[config.mk]
export PLATFORM = sky130hd
export DESIGN_NAME = branchPredictor
export DESIGN_NICKNAME = d
export VERILOG_FILES = /design/src/source/branchPredPkg.sv /design/src/source/branchTargetBuffer.sv /design/src/source/tagePredictor.sv /design/src/source/branchPredictor.sv
export VERILOG_INCLUDE_DIRS = /design/src /design/src/source
export SDC_FILE = /design/constraint.sdc
export NUM_CORES = 2
export LEC_CHECK = 0
export BUFFER_PORTS_ARGS = -buffer_cell sky130_fd_sc_hd__buf_2
export CAP_MARGIN = 20
export CORE_UTILIZATION = 55
export DETAILED_ROUTE_END_ITERATION = 7
export GPL_ROUTABILITY_DRIVEN = 1
export PLACE_DENSITY = 0.71
export RECOVER_POWER = 25
export SYNTH_ARGS = -nofsm -noshare
export SYNTH_HDL_FRONTEND = slang
export SYNTH_SLANG_ARGS = --single-unit
export TNS_END_PERCENT = 50
[constraint.sdc]
create_clock -name clk -period 9.2 [get_ports clk]
set_input_delay 1.84 -clock clk [delete_from_list [all_inputs] [get_ports clk]]
set_output_delay 1.84 -clock clk [all_outputs]
set_load 0.05 [all_outputs]
[src/source/branchPred_defines.svh]
`ifndef BRANCH_PRED_DEFINES_SVH
`define BRANCH_PRED_DEFINES_SVH

// ######################################################################
// branch prediction sizing
// ######################################################################

// branch execution units that can send a target update in one cycle
`define BP_NUM_IN 2

// direct-mapped target buffer, must be a power of two
`define BTB_ENTRIES 32

// TAGE base table depth, power of two
`define TAGE_BASE_ENTRIES 64

// depth of the single tagged table, power of two
`define TAGE_TAGGED_ENTRIES 64

// tag width stored in each tagged entry
`define TAGE_TAG_BITS 8

// global history length, newest outcome sits in bit 0
`define HIST_BITS 8

`endif

[src/source/branchPredPkg.sv]
`include "branchPred_defines.svh"

package branchPredPkg;

    // ##################################################################
    // history and counters
    // ##################################################################

    typedef logic [`HIST_BITS-1:0] BHist;  // bit 0 holds the newest outcome

    // saturating 2-bit counter, the upper bit gives the direction
    typedef enum logic [1:0] {
        StrongNotTaken = 2'b00,
        WeakNotTaken   = 2'b01,
        WeakTaken      = 2'b10,
        StrongTaken    = 2'b11
    } TageCounter;

    // ##################################################################
    // records passed between fetch, execute and commit
    // ##################################################################

    typedef struct packed {
        logic predicted;   // the BTB found a branch at this fetch
        logic taken;       // final predicted direction
        logic isJump;
        logic tageID;      // tagged table gave the direction
        logic tageUseful;
    } BranchPredInfo;

    typedef struct packed {
        logic        valid;
        logic [30:0] src;  // halfword address of the branch
        logic [30:0] dst;
        logic        isJump;
        logic        compressed;
    } BTUpdate;

    typedef struct packed {
        logic          valid;
        logic          isBranch;
        logic          branchTaken;
        logic [30:0]   pc;
        BHist          history;  // history seen when the branch was predicted
        BranchPredInfo bpi;
    } CommitUOp;

    typedef struct packed {
        logic taken;    // redirect strobe
        BHist history;
    } BranchProv;

endpackage

[src/source/branchTargetBuffer.sv]
`timescale 1ns/1ps
`include "branchPred_defines.svh"

module branchTargetBuffer (
    input  logic                  clk,
    input  logic                  rst,

    input  logic                  pcValid,
    input  logic [30:0]           pc,

    input  branchPredPkg::BTUpdate btUpdate,

    output logic                  branchFound,
    output logic                  branchIsJump,
    output logic                  branchCompr,
    output logic [30:0]           branchSrc,
    output logic [30:0]           branchDst
);

    import branchPredPkg::*;

    localparam int idxBits = $clog2(`BTB_ENTRIES);
    localparam int tagBits = 31 - idxBits;

    typedef struct packed {
        logic [tagBits-1:0] tag;
        logic [30:0]        dst;
        logic               isJump;
        logic               compr;
    } BtbEntry;

    // ##################################################################
    // storage
    // ##################################################################

    BtbEntry                  entries [`BTB_ENTRIES];
    logic [`BTB_ENTRIES-1:0]  entryValid;

    logic [idxBits-1:0]       lookIdx;
    logic [tagBits-1:0]       lookTag;
    BtbEntry                  lookEntry;
    logic                     lookHit;

    logic [idxBits-1:0]       upIdx;
    BtbEntry                  upEntry;

    assign lookIdx   = pc[idxBits-1:0];
    assign lookTag   = pc[30:idxBits];
    assign lookEntry = entries[lookIdx];
    assign lookHit   = entryValid[lookIdx] && (lookEntry.tag == lookTag);

    assign upIdx = btUpdate.src[idxBits-1:0];

    always_comb begin
        upEntry.tag    = btUpdate.src[30:idxBits];
        upEntry.dst    = btUpdate.dst;
        upEntry.isJump = btUpdate.isJump;
        upEntry.compr  = btUpdate.compressed;
    end

    // ##################################################################
    // update port
    // ##################################################################

    // an update replaces whatever lived in the slot
    always_ff @(posedge clk) begin
        if (rst) begin
            entryValid <= '0;
        end else if (btUpdate.valid) begin
            entryValid[upIdx] <= 1'b1;
        end
    end

    always_ff @(posedge clk) begin
        if (btUpdate.valid) begin
            entries[upIdx] <= upEntry;
        end
    end

    // ##################################################################
    // registered lookup
    // ##################################################################

    always_ff @(posedge clk) begin
        if (rst) begin
            branchFound <= 1'b0;
        end else if (pcValid) begin
            branchFound <= lookHit;
        end
    end

    // results are held between valid lookups
    always_ff @(posedge clk) begin
        if (pcValid) begin
            branchSrc    <= {lookEntry.tag, lookIdx};  // equals pc on a hit
            branchDst    <= lookEntry.dst;
            branchIsJump <= lookEntry.isJump;
            branchCompr  <= lookEntry.compr;
        end
    end

endmodule

[src/source/tagePredictor.sv]
`timescale 1ns/1ps
`include "branchPred_defines.svh"

module tagePredictor (
    input  logic                clk,
    input  logic                rst,

    // prediction side, read is combinational
    input  logic [30:0]         predAddr,
    input  branchPredPkg::BHist predHistory,
    output logic                predTageID,
    output logic                predUseful,
    output logic                predTaken,

    // training side, from commit
    input  logic                writeValid,
    input  logic [30:0]         writeAddr,
    input  branchPredPkg::BHist writeHistory,
    input  logic                writeTageID,
    input  logic                writeTaken,
    input  logic                writeUseful,
    input  logic                writePred
);

    import branchPredPkg::*;

    localparam int baseIdxBits = $clog2(`TAGE_BASE_ENTRIES);
    localparam int tagIdxBits  = $clog2(`TAGE_TAGGED_ENTRIES);

    // ##################################################################
    // helpers
    // ##################################################################

    // history is folded onto the index width, then mixed with the address
    function automatic logic [tagIdxBits-1:0] taggedIndex(input logic [30:0] addr,
                                                          input BHist hist);
        logic [tagIdxBits-1:0] idx;
        idx = addr[tagIdxBits-1:0];
        for (int i = 0; i < `HIST_BITS; i++) begin
            idx[i % tagIdxBits] = idx[i % tagIdxBits] ^ hist[i];
        end
        return idx;
    endfunction

    function automatic logic [`TAGE_TAG_BITS-1:0] taggedTag(input logic [30:0] addr);
        return addr[tagIdxBits +: `TAGE_TAG_BITS];
    endfunction

    function automatic TageCounter stepCounter(input TageCounter cnt, input logic taken);
        TageCounter next;
        next = cnt;
        if (taken && cnt != StrongTaken) begin
            next = TageCounter'(cnt + 2'd1);
        end else if (!taken && cnt != StrongNotTaken) begin
            next = TageCounter'(cnt - 2'd1);
        end
        return next;
    endfunction

    // ##################################################################
    // tables
    // ##################################################################

    TageCounter                      baseCnts [`TAGE_BASE_ENTRIES];

    logic [`TAGE_TAGGED_ENTRIES-1:0] tagValid;
    logic [`TAGE_TAGGED_ENTRIES-1:0] tagUseful;
    logic [`TAGE_TAG_BITS-1:0]       tagTags [`TAGE_TAGGED_ENTRIES];
    TageCounter                      tagCnts [`TAGE_TAGGED_ENTRIES];

    // ##################################################################
    // prediction
    // ##################################################################

    logic [baseIdxBits-1:0] pBaseIdx;
    logic [tagIdxBits-1:0]  pTagIdx;
    logic                   pHit;

    assign pBaseIdx = predAddr[baseIdxBits-1:0];
    assign pTagIdx  = taggedIndex(predAddr, predHistory);
    assign pHit     = tagValid[pTagIdx] && (tagTags[pTagIdx] == taggedTag(predAddr));

    assign predTageID = pHit;
    assign predUseful = pHit && tagUseful[pTagIdx];
    assign predTaken  = pHit ? tagCnts[pTagIdx][1] : baseCnts[pBaseIdx][1];

    // ##################################################################
    // training
    // ##################################################################

    logic [baseIdxBits-1:0] wBaseIdx;
    logic [tagIdxBits-1:0]  wTagIdx;
    logic                   wCorrect;
    logic                   tagTrain;
    logic                   allocate;

    assign wBaseIdx = writeAddr[baseIdxBits-1:0];
    assign wTagIdx  = taggedIndex(writeAddr, writeHistory);
    assign wCorrect = (writePred == writeTaken);
    assign tagTrain = writeValid && writeTageID;
    // base table got it wrong, take the tagged slot unless it is still earning its keep
    assign allocate = writeValid && !writeTageID && !wCorrect && !tagUseful[wTagIdx];

    always_ff @(posedge clk) begin
        if (rst) begin
            for (int i = 0; i < `TAGE_BASE_ENTRIES; i++) begin
                baseCnts[i] <= WeakNotTaken;
            end
        end else if (writeValid && !writeTageID) begin
            baseCnts[wBaseIdx] <= stepCounter(baseCnts[wBaseIdx], writeTaken);
        end
    end

    always_ff @(posedge clk) begin
        if (rst) begin
            tagValid  <= '0;
            tagUseful <= '0;
        end else if (allocate) begin
            tagValid[wTagIdx]  <= 1'b1;
            tagUseful[wTagIdx] <= 1'b0;
        end else if (tagTrain && (wCorrect != writeUseful)) begin
            tagUseful[wTagIdx] <= wCorrect;  // only touched when the bit flips
        end
    end

    always_ff @(posedge clk) begin
        if (allocate) begin
            tagTags[wTagIdx] <= taggedTag(writeAddr);
            tagCnts[wTagIdx] <= writeTaken ? WeakTaken : WeakNotTaken;
        end else if (tagTrain) begin
            tagCnts[wTagIdx] <= stepCounter(tagCnts[wTagIdx], writeTaken);
        end
    end

endmodule

[src/source/branchPredictor.sv]
`timescale 1ns/1ps
`include "branchPred_defines.svh"

module branchPredictor (
    input  logic                          clk,
    input  logic                          rst,
    input  logic                          mispredFlush,
    input  branchPredPkg::BranchProv      branch,

    // fetch side
    input  logic                          pcValid,
    input  logic [31:0]                   pc,
    output logic                          branchTaken,
    output logic                          isJump,
    output logic                          branchFound,
    output logic                          branchCompr,
    output logic [31:0]                   branchSrc,
    output logic [31:0]                   branchDst,
    output branchPredPkg::BHist           branchHistory,
    output branchPredPkg::BranchPredInfo  branchInfo,

    // branch execution units
    input  branchPredPkg::BTUpdate        btUpdates [`BP_NUM_IN-1:0],

    // commit side
    input  branchPredPkg::CommitUOp       comUOp,
    output logic                          branchCommitted
);

    import branchPredPkg::*;

    BHist        gHistory;
    BTUpdate     btUpdate;
    logic [30:0] srcHw;
    logic [30:0] dstHw;
    logic [30:0] branchAddr;
    logic        tageTaken;
    logic        tageId;
    logic        tageUseful;
    logic        commitValid;

    // ##################################################################
    // update selection
    // ##################################################################

    always_comb begin
        btUpdate = '0;
        for (int i = 0; i < `BP_NUM_IN; i++) begin
            if (btUpdates[i].valid) btUpdate = btUpdates[i];  // highest index wins
        end
    end

    // ##################################################################
    // predictors
    // ##################################################################

    branchTargetBuffer btb_i (
        .clk          (clk),
        .rst          (rst),
        .pcValid      (pcValid),
        .pc           (pc[31:1]),
        .btUpdate     (btUpdate),
        .branchFound  (branchFound),
        .branchIsJump (isJump),
        .branchCompr  (branchCompr),
        .branchSrc    (srcHw),
        .branchDst    (dstHw)
    );

    // uncompressed branches are looked up by their first halfword
    assign branchAddr = branchCompr ? srcHw : srcHw - 31'd1;

    assign commitValid = comUOp.valid && comUOp.isBranch && !mispredFlush;

    tagePredictor tage_i (
        .clk          (clk),
        .rst          (rst),
        .predAddr     (branchAddr),
        .predHistory  (gHistory),
        .predTageID   (tageId),
        .predUseful   (tageUseful),
        .predTaken    (tageTaken),
        .writeValid   (commitValid && comUOp.bpi.predicted),
        .writeAddr    (comUOp.pc),
        .writeHistory (comUOp.history),
        .writeTageID  (comUOp.bpi.tageID),
        .writeTaken   (comUOp.branchTaken),
        .writeUseful  (comUOp.bpi.tageUseful),
        .writePred    (comUOp.bpi.taken)
    );

    // ##################################################################
    // outputs, history and commit strobe
    // ##################################################################

    assign branchTaken   = branchFound && (isJump || tageTaken);
    assign branchSrc     = {srcHw, 1'b0};
    assign branchDst     = {dstHw, 1'b0};
    assign branchHistory = gHistory;

    assign branchInfo.predicted  = branchFound;
    assign branchInfo.taken      = branchTaken;
    assign branchInfo.isJump     = isJump;
    assign branchInfo.tageID     = tageId;
    assign branchInfo.tageUseful = tageUseful;

    always_ff @(posedge clk) begin
        if (rst) begin
            gHistory        <= '0;
            branchCommitted <= 1'b0;
        end else begin
            if (branch.taken) begin
                gHistory <= branch.history;  // a redirect beats the speculative shift
            end else if (branchFound && !isJump) begin
                gHistory <= {gHistory[`HIST_BITS-2:0], branchTaken};
            end
            branchCommitted <= commitValid;
        end
    end

endmodule

### Word level (Yosys, flattened, before mapping)

Memory sizes are Yosys's and may differ from the RTL's.
Cells that the tools add are included.

* $add $sub $neg: 5
* order comparisons: 6
* equal/unequal tests: 6
* muxes and demuxes: 46
* bitwise operators: 21
* reduce and logical (&&, ||, !) cells: 31

Operator list (count)
* 65-bit two-way mux: 2
* 64-bit two-way mux: 2
* 64-bit bitwise AND: 1
* 64-bit bitwise mux: 1
* 64-bit NOT: 1
* 64-bit bitwise OR: 1
* 32-bit bitwise OR: 1
* 26-bit == test: 1
* 2-bit two-way mux: 11
* 1-bit two-way mux: 20
* 1-bit logical AND: 19
* 1-bit binary-select mux with 6-bit select: 3
* 8-bit two-way mux: 2
* 1-bit bitwise XOR: 16
* 6-bit by 7-bit < comparator with 1-bit output (second input constant): 2
* 14-bit two-way mux: 1
* 14-bit by 1-bit subtractor with 14-bit output (second input constant): 1
* 5-bit by 6-bit < comparator with 1-bit output (second input constant): 2
* 8-bit == test: 1
* 2-bit nonzero test: 4
* 1-bit demux with 6-bit select: 1
* 6-bit by 1-bit greater-or-equal comparator with 1-bit output (second input constant): 1
* 1-bit logical NOT: 6
* 6-bit two-way mux: 1
* other kinds (11): 14

* register bits: 234
* RAM bits: 2656
* input bits: 222
* output and inout bits: 82
* logic and storage cells: 129
* memories kept: 4

Memories
* btb_i.entries: depth 32, bits a word 59, read ports 1, clocked after Yosys merged registers in 0, wr ports 1, line branchTargetBuffer.sv:36 `` BtbEntry entries [`BTB_ENTRIES]; ``
* tage_i.tagTags: depth 64, bits a word 8, read ports 1, clocked after Yosys merged registers in 0, wr ports 1, line tagePredictor.sv:68 `` logic [`TAGE_TAG_BITS-1:0] tagTags [`TAGE_TAGGED_ENTRIES]; ``
* tage_i.baseCnts: depth 64, bits a word 2, read ports 2, clocked after Yosys merged registers in 0, wr ports 64, line tagePredictor.sv:64 `` TageCounter baseCnts [`TAGE_BASE_ENTRIES]; ``
* tage_i.tagCnts: depth 64, bits a word 2, read ports 2, clocked after Yosys merged registers in 0, wr ports 1, line tagePredictor.sv:69 `` TageCounter tagCnts [`TAGE_TAGGED_ENTRIES]; ``

### Depth between registers and ports, before layout

* depth after elaboration: 12
* depth in mapped cells: 20
* depth with buffers taken out: 14

### Hierarchy

A second synthesis with hierarchy kept.

* cells, all modules: 6480
* area, all modules: 116608.1 µm²

Modules (own cells, without submodules)
* branchTargetBuffer: instances 1, cells an instance 3312, area an instance 75326.0 µm², seq. area each 59276.9 µm²
* tagePredictor: instances 1, cells an instance 2944, area an instance 39447.8 µm², seq. area each 25624.6 µm²
* branchPredictor: instances 1, cells an instance 224, area an instance 1834.3 µm², seq. area each 180.2 µm²

### Least setup slack after synthesis

OpenSTA, ideal clock, no wires.

* path type: input to register
* from: in comUOp[14] (netlist bit)
* to: mem tage_i.tagCnts[0][1] (netlist bit) (data pin)
* library setup time: 719 ps
* arrival time: 7342 ps
* required time: 8481 ps
* path slack: 1139 ps
* stages: 13
* buffers on the path: 3
* cells stage by stage: buf_2 xnor3_1 nor3_1 clkbuf_1 clkbuf_1 a221o_1 o21ai_0 nand2_1 nor4_1 ha_1 nor2_1 a21oi_1 o31ai_1

* cells in the longest elaborated chain, start to end: 10
* elaborated cells on any way between the ends: 20
* classes of those cells: 2 x add/sub; 1 x eq/ne; 9 x mux; 2 x bitwise; 5 x reduce/logical; 1 x memory

Ends and longest elaborated chain
* from (decl): line branchPredictor.sv:26 `input branchPredPkg::CommitUOp comUOp,`
* 1-bit bitwise XOR * (2 in series): line tagePredictor.sv:40 `idx[i % tagIdxBits] = idx[i % tagIdxBits] ^ hist[i];`
* branches (longest 7 deep; another with memory read 64 x 2 bit)
* 2-bit two-way mux (no line) *
* to (decl): line tagePredictor.sv:69

Every way passes the cells marked *. The select of a mux whose other input is x is not followed.

==> flow_metrics.env <==
export IMPL_dr_pass1_iters=8
export IMPL_nets=6829
export IMPL_maxCapViolations=23
export IMPL_grt_pass1_wl_microns=424800
export IMPL_setup_viol=0
export IMPL_gp_congestion=0.8904
export IMPL_power_mw=29.38
export IMPL_synth_xor_area_share_pct=0.6268
export IMPL_drive_above_1_share_pct=23.82
export IMPL_arrival_ns=6.59
export IMPL_worst_pin_slew_ns=4.219
export IMPL_ant_nets=0
export IMPL_grt_pass1_vias=62260
export IMPL_drt_total_wl_microns=295300
export IMPL_dieArea_sq_um=211600
export IMPL_fp_dieH_microns=460.0
export IMPL_power_leakage_nw=39.74
export IMPL_cts_tree="done"
export IMPL_drc_errors=0
export IMPL_antenna_found_initial=8
export IMPL_synthArstFlopShare_pct=0
export IMPL_io_buffer_count=282
export IMPL_grt_max_degree=108
export IMPL_grt_use_total_pct=27.99
export IMPL_period_needed_ns=8.432
export IMPL_fmax_mhz=118.6
export IMPL_synth_compound_area_share_pct=3.946
export IMPL_maxSlewHeadroom_pct=-181.3
export IMPL_cts_buffers=304
export IMPL_rr_endpoint="branchHistory[0]"
export IMPL_synthAdderAreaFrac_pct=0.05422
export IMPL_place_ws_ns=1.668
export IMPL_coreArea_sq_um=207700
export IMPL_power_density_nw_per_um2=225.8
export IMPL_synth_avg_cell_area_sq_um=18.57
export IMPL_synth_top_family_by_area="multiplexers"
export IMPL_wl_per_cell_microns=30.70
export IMPL_h_tree_depth=5
export IMPL_drt_vias_per_instance=6.549
export IMPL_criticalPathCategory="reg -> out"
export IMPL_root_buffer="clkbuf_16"
export IMPL_cts_hold_buf=0
export IMPL_timing_critical_path_from="btb_i.branchSrc[0]"
export IMPL_fin_setup_tns_ns=0
export IMPL_drtIter0Drc=8119
export IMPL_critPathMaxFanout=71
export IMPL_worstPathRequired_ns=7.36
export IMPL_rrSetupSlack_ns=3.90
export IMPL_yosysTopAreaCellShare_pct=70.79
export IMPL_vias=62990
export IMPL_ys_warnings_count=0
export IMPL_cts_sinks=2890
export IMPL_final_core_util_pct=62.65
export IMPL_report_final_slew_viol_count=965
export IMPL_synth_mux_area_share_pct=15.05
export IMPL_holdPathStages=2
export IMPL_min_period_over_period_pct=91.66
export IMPL_fp_dieW_microns=460.0
export IMPL_synth_cells=6212
export IMPL_start_kind="register"
export IMPL_violations="max-capacitance violations, max-slew violations"
export IMPL_rsz0062_at_grt="false"
export IMPL_max_vdd_ir_drop_mv=0.2328
export IMPL_worst_r2r_cell_count=15
export IMPL_ctsResizeCount=0
export IMPL_initial_core_util_pct=55.55
export IMPL_postCtsSetupRepairBufs=0
export IMPL_ys_seq_elements=2890
export IMPL_r2r_start="btb_i.branchSrc[0]"
export IMPL_boundaryPins=304
export IMPL_multiInputGateArea_sq_um=29070
export IMPL_syn_area_sq_um=115400
export IMPL_place_hpwl_microns=160600
export IMPL_synth_seq_area_share_pct=73.74
export IMPL_crit_end="branchInfo[0]"
export IMPL_insertion_delay_ns=0.93
export IMPL_synth_edf_count=2720
export IMPL_clkTransAtPathRegs_ns=0.06
export IMPL_fin_ws_ns=0.7676
export IMPL_status="complete, but fails checks"
export IMPL_clockBufferDepth=4
export IMPL_synth_simple_area_share_pct=5.077
export IMPL_hold_path_class="reg -> reg"
export IMPL_synthFlopType="edfxtp_1"
export IMPL_seq_area_sq_um=85080
export IMPL_rows=167
export IMPL_synth_area_leaders="edfxtp_1 (71%), mux4_2 (14%), dfxtp_1 (2.9%)"
export IMPL_num_fill_cells=14290
export IMPL_cp_end_kind="output pin"
export IMPL_synth_area_leader_cell="edfxtp_1"
export IMPL_finClkSkew_ns=0.05126
export IMPL_yosysUniqueCellTypes=83
export IMPL_gr_total_overflow=0
export IMPL_area_growth_pct=12.77
export IMPL_finalHoldViolations=0
metrics by stage:
stage / cell area (sq um) / std cells / hold WS, ns
3_5_place_dp: 120500 / 9050 / 0.4561
5_1_grt: 130100 / 9615 / 0.4896
3_3_place_gp: 120500 / 9049 / 0.4433
2_1_floorplan: 115400 / 6213 / 0.4348
4_1_cts: 130000 / 9579 / 0.4691
6_report: 130100 / 9618 / 0.4679
cells in the mapped netlist, drive strengths merged, types with 11 or more instances:
cell / count
nand2b: 50
a21oi: 113
o21ai: 105
mux2i: 77
nor4: 21
and3: 39
nor3: 42
a311oi: 19
and2: 11
nand4: 18
clkbuf: 269
dfxtp: 170
inv: 13
nand3: 140
buf: 127
mux2: 64
mux4: 703
a21o: 23
o22ai: 13
a32oi: 15
xnor2: 35
edfxtp: 2720
a221oi: 18
xor2: 31
a221o: 39
a31oi: 30
a22oi: 82
a211oi: 18
nand2: 464
a22o: 112
nor2: 539
state kept, by name, indices dropped and copies added, names as in the netlist, 8 cells and up:
name,cells
tage_i.tagCnts,128
tage_i.tagUseful,64
btb_i.entryValid,32
tage_i.tagValid,64
btb_i.branchDst,31
tage_i.baseCnts,128
branchHistory,8
btb_i.entries,1888
btb_i.branchSrc,31
tage_i.tagTags,512
logic make-up (layout without fill, tap and decap cells):
logic type	after synthesis	in the layout
compound gates	635	635
xor+xnor	70	70
fa+ha+maj	5	5
buf+inv	409	1021
flops	2890	2890
mux	844	844
other cells	1	7
simple gates	1358	1358
area by class of cell:
class	instances	share of cell area, %
Multi-Input combinational cell	2914	22.34
Clock inverter	133	0.9405
Inverter	13	0.03750
Sequential cell	2890	65.39
Tap cell	2788	2.681
Antenna cell	5	0.009616
Timing Repair Buffer	479	2.267
Clock buffer	396	6.336
routing by layer:
layer / vias up / track usage [%] / part of all wire [%]
met1: 32840 / 38.07 / 37
li1: 25910 / - / -
met4: 0 / 10.06 / 3.9
met2: 3581 / 46.24 / 50
met5: - / 0 / 0
met3: 653 / 4.303 / 9.1
worst max-delay path, stage by stage (launching register included):
cell and delay (ns):
edfxtp_1 0.54, inv_1 0.09, ha_1 0.31, nor2b_1 0.28, nor3_2 0.15, nor2_4 0.66, buf_12 0.44, mux4_2 0.56
o21ai_0 0.17, nor2_1 0.12, nor3_1 0.52, a211oi_1 0.15, nor3_1 0.24, nand2_1 0.09, nor3_1 0.51, buf_4 0.25
o311a_1 0.22, buf_2 0.29
worst min-delay path by stage:
stage / from / end / slack [ns]
finish: tage_i.tagValid[58] / tage_i.tagValid[58] / 0.47
global route: btb_i.entryValid[13] / btb_i.entryValid[13] / 0.49
CTS: tage_i.tagValid[22] / tage_i.tagValid[22] / 0.47
detailed placement: tage_i.tagValid[22] / tage_i.tagValid[22] / 0.46
global placement: tage_i.tagValid[7] / tage_i.tagValid[7] / 0.44
floorplan: btb_i.entryValid[10] / btb_i.entryValid[10] / 0.43
where the power goes:
part,internal [mW],switching [mW]
Sequential,14.7,0.0810
Clock,6.91,4.88
Combinational,0.973,1.83
Total,22.6,6.79
layout by cell type, fill, tap and decap left out, types with 139 or more instances in the layout:
cell type	netlist	routed
nand2_1	464	464
clkbuf_16	0	313
mux4_2	693	693
buf_4	13	147
nor2_1	536	502
clkbuf_1	269	166
buf_2	38	215
dfxtp_1	170	170
edfxtp_1	2720	2720
nand3_1	139	139
Note: power is estimated with default switching activity, not from simulation.
